$ cat config.mk
export PLATFORM = sky130hd
export DESIGN_NAME = soc_bus_top
export DESIGN_NICKNAME = d
export VERILOG_FILES = /design/src/hdl/bus_pkg.sv /design/src/hdl/status_pkg.sv /design/src/hdl/bus_arbiter.sv /design/src/hdl/addr_decoder.sv /design/src/hdl/mem_slave.sv /design/src/hdl/led_slave.sv /design/src/hdl/status_display.sv /design/src/hdl/soc_bus_top.sv
export VERILOG_INCLUDE_DIRS = /design/src /design/src/include
export SDC_FILE = /design/constraint.sdc
export NUM_CORES = 1
export LEC_CHECK = 0
export BUFFER_PORTS_ARGS = -buffer_cell sky130_fd_sc_hd__clkbuf_2
export CORE_MARGIN = 2
export CORE_UTILIZATION = 41
export CTS_CLUSTER_DIAMETER = 200
export DETAILED_ROUTE_END_ITERATION = 8
export PLACE_DENSITY_LB_ADDON = 0.15
export SYNTH_ARGS = -nofsm -noshare
export SYNTH_HDL_FRONTEND = slang
export SYNTH_SLANG_ARGS = --single-unit
export TNS_END_PERCENT = 20
$ cat constraint.sdc
create_clock -name sys_clk -period 4.8 [get_ports sys_clk]
set_input_delay 0.24 -clock sys_clk [delete_from_list [all_inputs] [get_ports sys_clk]]
set_output_delay 0.24 -clock sys_clk [all_outputs]
set_load 0.01 [all_outputs]
$ cat src/include/soc_bus_cfg.svh
`ifndef SOC_BUS_CFG_SVH
`define SOC_BUS_CFG_SVH

// bus widths
`define ADDR_W 32
`define DATA_W 32
`define ID_W 2

// address map, top nibble of the address
`define REGION_MEM 0
`define REGION_LED 2

// word memory, index from address bits 5..2
`define MEM_WORDS 16

// cycles a button must stay high before a press counts
`define BTN_STABLE 4

// status byte pages on the led display
`define STATUS_PAGES 8

`endif

$ cat src/hdl/bus_pkg.sv
`include "soc_bus_cfg.svh"

package bus_pkg;

    typedef enum logic {
        OP_READ  = 1'b0,
        OP_WRITE = 1'b1
    } bus_op_e;

    typedef enum logic [1:0] {
        RESP_OKAY   = 2'd0,
        RESP_DECERR = 2'd3
    } bus_resp_e;

    typedef struct packed {
        bus_op_e              op;
        logic [`ID_W-1:0]     id;
        logic [`ADDR_W-1:0]   addr;
        logic [`DATA_W-1:0]   wdata;
        logic [`DATA_W/8-1:0] strb;
    } bus_req_t;

    typedef struct packed {
        logic [`ID_W-1:0]   id;
        logic [`DATA_W-1:0] rdata;
        bus_resp_e          resp;
    } bus_rsp_t;

    // byte lanes with strobe set take the new data
    function automatic logic [`DATA_W-1:0] strb_merge(
        input logic [`DATA_W-1:0]   old_word,
        input logic [`DATA_W-1:0]   new_word,
        input logic [`DATA_W/8-1:0] strb
    );
        logic [`DATA_W-1:0] merged;
        merged = old_word;
        for (int b = 0; b < `DATA_W/8; b++) begin
            if (strb[b]) begin
                merged[8*b +: 8] = new_word[8*b +: 8];
            end
        end
        return merged;
    endfunction

endpackage

$ cat src/hdl/status_pkg.sv
`include "soc_bus_cfg.svh"

package status_pkg;

    // selects one status byte
    typedef logic [$clog2(`STATUS_PAGES)-1:0] page_idx_t;

    // page 0 at bits 7..0
    typedef logic [`STATUS_PAGES-1:0][7:0] status_bytes_t;

endpackage

$ cat src/hdl/bus_arbiter.sv
`timescale 1ns/10ps

module bus_arbiter
    import bus_pkg::*;
(
    input  logic       sys_clk,
    input  logic       arst_n,
    input  bus_req_t   m_req [2],
    input  logic [1:0] m_req_valid,
    output logic [1:0] m_req_ready,
    output bus_rsp_t   m_rsp [2],
    output logic [1:0] m_rsp_valid,
    input  logic [1:0] m_rsp_ready,
    output bus_req_t   s_req,
    output logic       s_req_valid,
    input  logic       s_req_ready,
    input  bus_rsp_t   s_rsp,
    input  logic       s_rsp_valid,
    output logic       s_rsp_ready,
    output logic       grant_evt,
    output logic       grant_master
);

    typedef enum logic {
        ARB_IDLE,
        ARB_BUSY
    } arb_state_e;

    arb_state_e state;
    logic       owner;
    logic       last_win;
    logic       req_sent;  // request already passed on
    logic       pick;
    logic       busy;

    // on contention the master not granted last wins
    assign pick = (&m_req_valid) ? ~last_win : m_req_valid[1];
    assign busy = (state == ARB_BUSY);
    assign grant_master = owner;

    always_ff @(posedge sys_clk or negedge arst_n) begin
        if (!arst_n) begin
            state     <= ARB_IDLE;
            owner     <= 1'b0;
            last_win  <= 1'b1;  // so master 0 goes first
            req_sent  <= 1'b0;
            grant_evt <= 1'b0;
        end else begin
            grant_evt <= 1'b0;
            case (state)
                ARB_IDLE: begin
                    if (|m_req_valid) begin
                        state     <= ARB_BUSY;
                        owner     <= pick;
                        last_win  <= pick;
                        req_sent  <= 1'b0;
                        grant_evt <= 1'b1;
                    end
                end
                ARB_BUSY: begin
                    if (s_req_valid && s_req_ready) req_sent <= 1'b1;
                    // hold grant until the response is taken
                    if (s_rsp_valid && s_rsp_ready) state <= ARB_IDLE;
                end
                default: state <= ARB_IDLE;
            endcase
        end
    end

    always_comb begin
        s_req              = m_req[owner];
        s_req_valid        = busy && !req_sent && m_req_valid[owner];
        s_rsp_ready        = busy && m_rsp_ready[owner];
        m_req_ready        = '0;
        m_rsp_valid        = '0;
        m_req_ready[owner] = busy && !req_sent && s_req_ready;
        m_rsp_valid[owner] = busy && s_rsp_valid;
        for (int i = 0; i < 2; i++) begin
            m_rsp[i] = s_rsp;
        end
    end

endmodule

$ cat src/hdl/addr_decoder.sv
`timescale 1ns/10ps
`include "soc_bus_cfg.svh"

module addr_decoder
    import bus_pkg::*;
(
    input  logic     sys_clk,
    input  logic     arst_n,
    input  bus_req_t req,
    input  logic     req_valid,
    output logic     req_ready,
    output bus_rsp_t rsp,
    output logic     rsp_valid,
    input  logic     rsp_ready,
    output bus_req_t mem_req,
    output logic     mem_req_valid,
    input  logic     mem_req_ready,
    input  bus_rsp_t mem_rsp,
    input  logic     mem_rsp_valid,
    output logic     mem_rsp_ready,
    output bus_req_t led_req,
    output logic     led_req_valid,
    input  logic     led_req_ready,
    input  bus_rsp_t led_rsp,
    input  logic     led_rsp_valid,
    output logic     led_rsp_ready,
    output logic       done_evt,
    output logic [1:0] done_region,
    output logic       done_err
);

    logic [3:0]       region;
    logic [1:0]       region_clip;
    logic             hit_mem;
    logic             hit_led;
    logic             busy;
    logic [1:0]       tgt;     // region of the pending transfer
    logic [`ID_W-1:0] err_id;
    logic             accept;

    assign region      = req.addr[`ADDR_W-1 -: 4];
    assign region_clip = (region > 4'd3) ? 2'd3 : region[1:0];
    assign hit_mem     = (region == 4'(`REGION_MEM));
    assign hit_led     = (region == 4'(`REGION_LED));

    assign mem_req       = req;
    assign led_req       = req;
    assign mem_req_valid = req_valid && !busy && hit_mem;
    assign led_req_valid = req_valid && !busy && hit_led;

    // unmapped regions are taken by the decoder itself
    assign req_ready = !busy && (hit_mem ? mem_req_ready : (hit_led ? led_req_ready : 1'b1));
    assign accept    = req_valid && req_ready;

    always_ff @(posedge sys_clk or negedge arst_n) begin
        if (!arst_n) begin
            busy <= 1'b0;
            tgt  <= 2'd0;
        end else if (accept) begin
            busy <= 1'b1;
            tgt  <= region_clip;
        end else if (rsp_valid && rsp_ready) begin
            busy <= 1'b0;
        end
    end

    always_ff @(posedge sys_clk) begin
        if (accept) err_id <= req.id;
    end

    always_comb begin
        rsp.id        = err_id;
        rsp.rdata     = '0;
        rsp.resp      = RESP_DECERR;
        rsp_valid     = busy;  // error answer one cycle after accept
        mem_rsp_ready = 1'b0;
        led_rsp_ready = 1'b0;
        if (tgt == 2'(`REGION_MEM)) begin
            rsp           = mem_rsp;
            rsp_valid     = busy && mem_rsp_valid;
            mem_rsp_ready = busy && rsp_ready;
        end else if (tgt == 2'(`REGION_LED)) begin
            rsp           = led_rsp;
            rsp_valid     = busy && led_rsp_valid;
            led_rsp_ready = busy && rsp_ready;
        end
    end

    assign done_evt    = rsp_valid && rsp_ready;
    assign done_region = tgt;
    assign done_err    = (rsp.resp != RESP_OKAY);

endmodule

$ cat src/hdl/mem_slave.sv
`timescale 1ns/10ps
`include "soc_bus_cfg.svh"

module mem_slave
    import bus_pkg::*;
(
    input  logic     sys_clk,
    input  logic     arst_n,
    input  bus_req_t req,
    input  logic     req_valid,
    output logic     req_ready,
    output bus_rsp_t rsp,
    output logic     rsp_valid,
    input  logic     rsp_ready
);

    localparam int IDX_W = $clog2(`MEM_WORDS);

    logic [`DATA_W-1:0] mem [`MEM_WORDS];
    logic [IDX_W-1:0]   idx;
    logic               accept;

    assign idx       = req.addr[2 +: IDX_W];  // higher bits alias
    assign req_ready = !rsp_valid;
    assign accept    = req_valid && req_ready;

    always_ff @(posedge sys_clk or negedge arst_n) begin
        if (!arst_n) begin
            rsp_valid <= 1'b0;
        end else if (accept) begin
            rsp_valid <= 1'b1;
        end else if (rsp_ready) begin
            rsp_valid <= 1'b0;
        end
    end

    // cleared on reset, the ddr stand-in starts out zeroed
    always_ff @(posedge sys_clk or negedge arst_n) begin
        if (!arst_n) begin
            for (int w = 0; w < `MEM_WORDS; w++) begin
                mem[w] <= '0;
            end
        end else if (accept && req.op == OP_WRITE) begin
            mem[idx] <= strb_merge(mem[idx], req.wdata, req.strb);
        end
    end

    always_ff @(posedge sys_clk) begin
        if (accept) begin
            rsp.id    <= req.id;
            rsp.resp  <= RESP_OKAY;
            rsp.rdata <= (req.op == OP_READ) ? mem[idx] : '0;  // old word on read
        end
    end

endmodule

$ cat src/hdl/led_slave.sv
`timescale 1ns/10ps
`include "soc_bus_cfg.svh"

module led_slave
    import bus_pkg::*;
(
    input  logic               sys_clk,
    input  logic               arst_n,
    input  bus_req_t           req,
    input  logic               req_valid,
    output logic               req_ready,
    output bus_rsp_t           rsp,
    output logic               rsp_valid,
    input  logic               rsp_ready,
    output logic [`DATA_W-1:0] led_reg
);

    logic accept;

    assign req_ready = !rsp_valid;  // one outstanding response
    assign accept    = req_valid && req_ready;

    // whole region maps onto the one register
    always_ff @(posedge sys_clk or negedge arst_n) begin
        if (!arst_n) begin
            rsp_valid <= 1'b0;
            led_reg   <= '0;
        end else begin
            if (accept) begin
                rsp_valid <= 1'b1;
            end else if (rsp_ready) begin
                rsp_valid <= 1'b0;
            end
            if (accept && req.op == OP_WRITE) begin
                led_reg <= strb_merge(led_reg, req.wdata, req.strb);
            end
        end
    end

    always_ff @(posedge sys_clk) begin
        if (accept) begin
            rsp.id    <= req.id;
            rsp.resp  <= RESP_OKAY;
            rsp.rdata <= (req.op == OP_READ) ? led_reg : '0;
        end
    end

endmodule

$ cat src/hdl/status_display.sv
`timescale 1ns/10ps
`include "soc_bus_cfg.svh"

module status_display
    import status_pkg::*;
(
    input  logic       sys_clk,
    input  logic       arst_n,
    input  logic       btn_up,
    input  logic       btn_down,
    input  logic       grant_evt,
    input  logic       grant_master,
    input  logic       done_evt,
    input  logic [1:0] done_region,
    input  logic       done_err,
    input  logic [7:0] led_byte,
    output logic [7:0] led8,
    output logic [3:0] led4
);

    localparam int CNT_W = $clog2(`BTN_STABLE + 1);
    localparam int N_EVT = `STATUS_PAGES - 1;  // last page is the led byte

    logic [1:0]            btn;
    logic [1:0][CNT_W-1:0] hold_cnt;
    logic [1:0]            press;
    page_idx_t             page;
    page_idx_t             page_nxt;
    logic [N_EVT-1:0][7:0] ev_cnt;
    logic [N_EVT-1:0][7:0] ev_nxt;
    status_bytes_t         bytes_nxt;

    assign btn = {btn_down, btn_up};

    // fires on the BTN_STABLE-th high sample, then the counter parks
    always_comb begin
        for (int i = 0; i < 2; i++) begin
            press[i] = btn[i] && (hold_cnt[i] == CNT_W'(`BTN_STABLE - 1));
        end
    end

    always_comb begin
        case (press)
            2'b01:   page_nxt = page + 1'b1;
            2'b10:   page_nxt = page - 1'b1;
            default: page_nxt = page;  // none, or both at once
        endcase
    end

    always_comb begin
        ev_nxt = ev_cnt;
        if (grant_evt) begin
            ev_nxt[grant_master] = ev_cnt[grant_master] + 8'd1;
        end
        if (done_evt) begin
            ev_nxt[2 + done_region] = ev_cnt[2 + done_region] + 8'd1;
            if (done_err) ev_nxt[N_EVT-1] = ev_cnt[N_EVT-1] + 8'd1;
        end
    end

    assign bytes_nxt = {led_byte, ev_nxt};

    always_ff @(posedge sys_clk or negedge arst_n) begin
        if (!arst_n) begin
            hold_cnt <= '0;
            page     <= '0;
            ev_cnt   <= '0;
            led4     <= '0;
            led8     <= '0;
        end else begin
            for (int i = 0; i < 2; i++) begin
                if (!btn[i]) begin
                    hold_cnt[i] <= '0;
                end else if (hold_cnt[i] != CNT_W'(`BTN_STABLE)) begin
                    hold_cnt[i] <= hold_cnt[i] + 1'b1;
                end
            end
            page   <= page_nxt;
            ev_cnt <= ev_nxt;
            led4   <= {1'b0, page_nxt};
            led8   <= bytes_nxt[page_nxt];
        end
    end

endmodule

$ cat src/hdl/soc_bus_top.sv
`timescale 1ns/10ps
`include "soc_bus_cfg.svh"

module soc_bus_top
    import bus_pkg::*;
(
    input  logic       sys_clk,
    input  logic       arst_n,
    input  bus_req_t   m0_req,
    input  logic       m0_req_valid,
    output logic       m0_req_ready,
    output bus_rsp_t   m0_rsp,
    output logic       m0_rsp_valid,
    input  logic       m0_rsp_ready,
    input  bus_req_t   m1_req,
    input  logic       m1_req_valid,
    output logic       m1_req_ready,
    output bus_rsp_t   m1_rsp,
    output logic       m1_rsp_valid,
    input  logic       m1_rsp_ready,
    input  logic [1:0] btn,   // 0 up, 1 down
    output logic [7:0] led8,
    output logic [3:0] led4
);

    bus_req_t           m_req [2];
    bus_rsp_t           m_rsp [2];
    logic [1:0]         m_req_ready;
    logic [1:0]         m_rsp_valid;
    bus_req_t           dec_req, mem_req, led_req;
    bus_rsp_t           dec_rsp, mem_rsp, led_rsp;
    logic               dec_req_valid, dec_req_ready, dec_rsp_valid, dec_rsp_ready;
    logic               mem_req_valid, mem_req_ready, mem_rsp_valid, mem_rsp_ready;
    logic               led_req_valid, led_req_ready, led_rsp_valid, led_rsp_ready;
    logic               grant_evt, grant_master;
    logic               done_evt, done_err;
    logic [1:0]         done_region;
    logic [`DATA_W-1:0] led_reg;

    assign m_req[0]     = m0_req;
    assign m_req[1]     = m1_req;
    assign m0_rsp       = m_rsp[0];
    assign m1_rsp       = m_rsp[1];
    assign m0_req_ready = m_req_ready[0];
    assign m1_req_ready = m_req_ready[1];
    assign m0_rsp_valid = m_rsp_valid[0];
    assign m1_rsp_valid = m_rsp_valid[1];

    bus_arbiter u_bus_arbiter (
        .sys_clk      (sys_clk),
        .arst_n       (arst_n),
        .m_req        (m_req),
        .m_req_valid  ({m1_req_valid, m0_req_valid}),
        .m_req_ready  (m_req_ready),
        .m_rsp        (m_rsp),
        .m_rsp_valid  (m_rsp_valid),
        .m_rsp_ready  ({m1_rsp_ready, m0_rsp_ready}),
        .s_req        (dec_req),
        .s_req_valid  (dec_req_valid),
        .s_req_ready  (dec_req_ready),
        .s_rsp        (dec_rsp),
        .s_rsp_valid  (dec_rsp_valid),
        .s_rsp_ready  (dec_rsp_ready),
        .grant_evt    (grant_evt),
        .grant_master (grant_master)
    );

    addr_decoder u_addr_decoder (
        .sys_clk       (sys_clk),
        .arst_n        (arst_n),
        .req           (dec_req),
        .req_valid     (dec_req_valid),
        .req_ready     (dec_req_ready),
        .rsp           (dec_rsp),
        .rsp_valid     (dec_rsp_valid),
        .rsp_ready     (dec_rsp_ready),
        .mem_req       (mem_req),
        .mem_req_valid (mem_req_valid),
        .mem_req_ready (mem_req_ready),
        .mem_rsp       (mem_rsp),
        .mem_rsp_valid (mem_rsp_valid),
        .mem_rsp_ready (mem_rsp_ready),
        .led_req       (led_req),
        .led_req_valid (led_req_valid),
        .led_req_ready (led_req_ready),
        .led_rsp       (led_rsp),
        .led_rsp_valid (led_rsp_valid),
        .led_rsp_ready (led_rsp_ready),
        .done_evt      (done_evt),
        .done_region   (done_region),
        .done_err      (done_err)
    );

    mem_slave u_mem_slave (
        .sys_clk   (sys_clk),
        .arst_n    (arst_n),
        .req       (mem_req),
        .req_valid (mem_req_valid),
        .req_ready (mem_req_ready),
        .rsp       (mem_rsp),
        .rsp_valid (mem_rsp_valid),
        .rsp_ready (mem_rsp_ready)
    );

    led_slave u_led_slave (
        .sys_clk   (sys_clk),
        .arst_n    (arst_n),
        .req       (led_req),
        .req_valid (led_req_valid),
        .req_ready (led_req_ready),
        .rsp       (led_rsp),
        .rsp_valid (led_rsp_valid),
        .rsp_ready (led_rsp_ready),
        .led_reg   (led_reg)
    );

    status_display u_status_display (
        .sys_clk      (sys_clk),
        .arst_n       (arst_n),
        .btn_up       (btn[0]),
        .btn_down     (btn[1]),
        .grant_evt    (grant_evt),
        .grant_master (grant_master),
        .done_evt     (done_evt),
        .done_region  (done_region),
        .done_err     (done_err),
        .led_byte     (led_reg[7:0]),
        .led8         (led8),
        .led4         (led4)
    );

endmodule

==> qor.yml <==
synth:
  yosysSeqAreaShare_pct: 53.8
  synth-edff-count: 70
  synth_most_common_cell: "nor2_1"
  synthesis.area_um2: 33100
  muxShareOfSynthArea_pct: 11.2
  synth_top_family_by_area: "simple AND/OR/NAND/NOR gates"
  netlist_instances: 3232
  yosys-top-cells-count: "nor2_1, dfrtp_1, a21oi_1"
  synthSimpleGateAreaFrac_pct: 15.5
  synth_cell_type_count: 75
  yosysTopAreaCell: "dfrtp_1"
  synth_nets: 3394
  avgSynthCellArea_um2: 10.2
  synth.area.top_cells: "dfrtp_1, a21oi_1, nor2_1, edfxtp_1, mux4_2"
  ys_seq_elements: 697
  ys_async_sr_fraction_pct: 90.0
  synth_top_area_share_pct: 47.4
  ys_warn_count: 0
  synth_compound_area_share_pct: 13.4
  synth-xor-area-share_pct: 0.874
  synth-main-ff-cell: "dfrtp_1"
  synth_fa_ha_area_share_pct: 0.477
die:
  pin_count: 238
  chipWidth_um: 288
  start_util_pct: 41.3
  die_area_um2: 82900
  fp.dieH_um: 288
  core_um2: 80200
  placementRows: 104
timing:
  max_freq_mhz: 255
  worst_pin_slew_ps: 1200
  setup_violations: 0
  finClkSkew_ps: 22.2
  post-route-min-period_ps: 3930
  fin_crit_sh_pct: 81.8
  rsz0062_at_grt: "no"
  final-max-slew-violation-count: 0
  hold_viol_final: 0
  relSlewSlack_pct: 17.6
  setup_tns_ps: 0
clock_tree:
  ctsHtreeMaxLevel: 3
  post_cts_buffers: 0
  root_buffer: "clkbuf_16"
  numCtsBuffers: 77
  clkTransAtPathRegs_ps: 60
  cts_num_sinks: 697
  clk_latency_ps: 630
  cts_max_path_buffers: 3
  cts_tree: "yes"
place:
  dp_hpwl_um: 58200
  gp_congestion: 0.840
  io_buffers: 188
pwr:
  p_comb_share_pct: 33.3
  ir_drop_mv: 0.231
  power_density_nw_per_um2: 534
  clkPwrFrac_pct: 30.4
  seqPwrFrac_pct: 36.3
  internal_power_uw: 12900
  netSwitchingFraction_pct: 36.2
  power.leakage_uw: 0.0173
  switchingPower_uw: 7320
setup_path:
  worst-path-max-fanout: 75
  cp_data_required_time_ps: 5240
  arrival_ps: 4370
  startpoint_type: "flop"
  cp-end-kind: "flop"
  crit_type: "reg -> reg"
min_path:
  min_path_type: "in -> reg"
grt:
  grt-ovfl-total: 0
  track_usage_pct: 22.9
  grt_pass1_vias: 24300
  grt_first_pass_wirelength_um: 145000
  grt_max_degree: 146
  grt_antenna_before_repair: 1
cells_and_area:
  post-route-util_pct: 47.3
  syn_to_final_growth_pct: 14.6
  drive_above_1_share_pct: 18.3
  final_nets: 3490
  top_regs: "u_mem_slave.mem x512, u_status_display.ev_cnt x56"
  diodes: 0
  top_register: "u_mem_slave.mem"
  largest_register_ffs: 512
flow_run:
  max_cap_violations: 0
run_status:
  status: "finished clean"
route:
  dr.pass1.iters: 5
  drc_errors: 0
  num_vias: 24500
  drtIter0Drc: 2061
  ant_nets: 0
  drt_wl_total_um: 94600
  wl_per_cell_um: 21.3
  vias_per_cell: 5.50
-- power groups by stage --
stage / Sequential, µW / Clock [µW] / Combinational (µW)
3_3_place_gp: 7400 / 0 / 6560
4_1_cts: 7350 / 6300 / 6750
5_1_grt: 7450 / 6550 / 7340
2_1_floorplan: 7200 / 0 / 4750
6_report: 7360 / 6150 / 6740
3_5_place_dp: 7450 / 0 / 6680
-- worst paths after layout --
path / depth (start not counted) / end / slack [ps] / startpoint
setup / recovery: 7 / u_mem_slave.mem[37]$_DFFE_PN0P_ / 870 / u_bus_arbiter.grant_master$_DFFE_PN0P_
hold / removal: 3 / u_led_slave.led_reg[19]$_DFFE_PN0P_ / 20 / m1_req[23]
setup reg to reg: 7 / u_mem_slave.mem[37]$_DFFE_PN0P_ / 870 / u_bus_arbiter.grant_master$_DFFE_PN0P_
hold reg to reg: 1 / u_status_display.ev_cnt[15]$_DFF_PN0_ / 490 / u_status_display.ev_cnt[15]$_DFF_PN0_
max in group asynchronous: 3 / u_status_display.ev_cnt[29]$_DFF_PN0_ / 3220 / arst_n
min in group asynchronous: 2 / u_led_slave.led_reg[21]$_DFFE_PN0P_ / 240 / arst_n
-- final cells by class --
cell class	count	area [µm²]
Sequential cell	697	17800
Tap cell	1060	1330
Clock inverter	27	367
Inverter	23	86.3
Clock buffer	112	2280
Timing Repair Buffer	307	2190
Fill cell	7400	42200
Multi-Input combinational cell	2222	13900
-- logic make-up (layout without fill, tap and decap cells) --
logic type | count (synthesis) | after routing
AO/OA/AOI/OAI | 747 | 747
XOR/XNOR | 33 | 33
adder cells (fa/ha/maj) | 12 | 12
buffers and inverters | 313 | 469
flip-flops | 697 | 697
multiplexers | 271 | 271
other | 1 | 1
AND/OR/NAND/NOR | 1158 | 1158
-- through the flow --
stage	power [µW]	setup slack, ps	hold WS (ps)	cells	cell area [µm²]
finish	20200	872	16.7	4448	37900
global route	21300	649	9.89	4448	37900
CTS	20400	854	0.340	4448	37900
detailed placement	14100	848	337	4280	35000
global placement	14000	962	318	4280	35000
floorplan	12000	509	-55.6	3232	33100
-- timing repair --
item	4_1_cts	5_1_grt
endpoints found under the hold margin	110	0
resized for setup	0	0
hold buffers	29	0
-- layout by cell type, fill, tap and decap left out, types with 34 or more instances in the layout --
cell,Yosys,final
a21oi_1,534,534
and2_1,40,39
and3_1,100,100
buf_4,52,68
clkbuf_16,0,80
clkbuf_2,0,187
dfrtp_1,626,623
edfxtp_1,70,70
mux2_2,49,47
mux2i_1,148,140
mux4_2,73,73
nand2_1,267,267
nor2_1,649,649
o211ai_1,36,36
o21ai_0,34,34
-- worst max-delay path, stage by stage, from the launching register on --
cell and delay [ps]:
dfrtp_4 620, mux2_8 890, buf_4 440, mux4_2 560, nand2_1 80, o311ai_1 170
a31oi_2 740, a21oi_1 160
-- metal layers --
layer / GRT usage (%) / share of wire, % / wire, µm / vias to the layer above
li1: - / - / - / 11400
met1: 31.2 / 44 / 41400 / 12200
met2: 37.7 / 48 / 45400 / 646
met3: 3.08 / 5.2 / 4920 / 158
met4: 8.21 / 3.0 / 2830 / 0
met5: 0 / 0 / 0 / -
No activity file was read; power rests on OpenSTA's default activity.
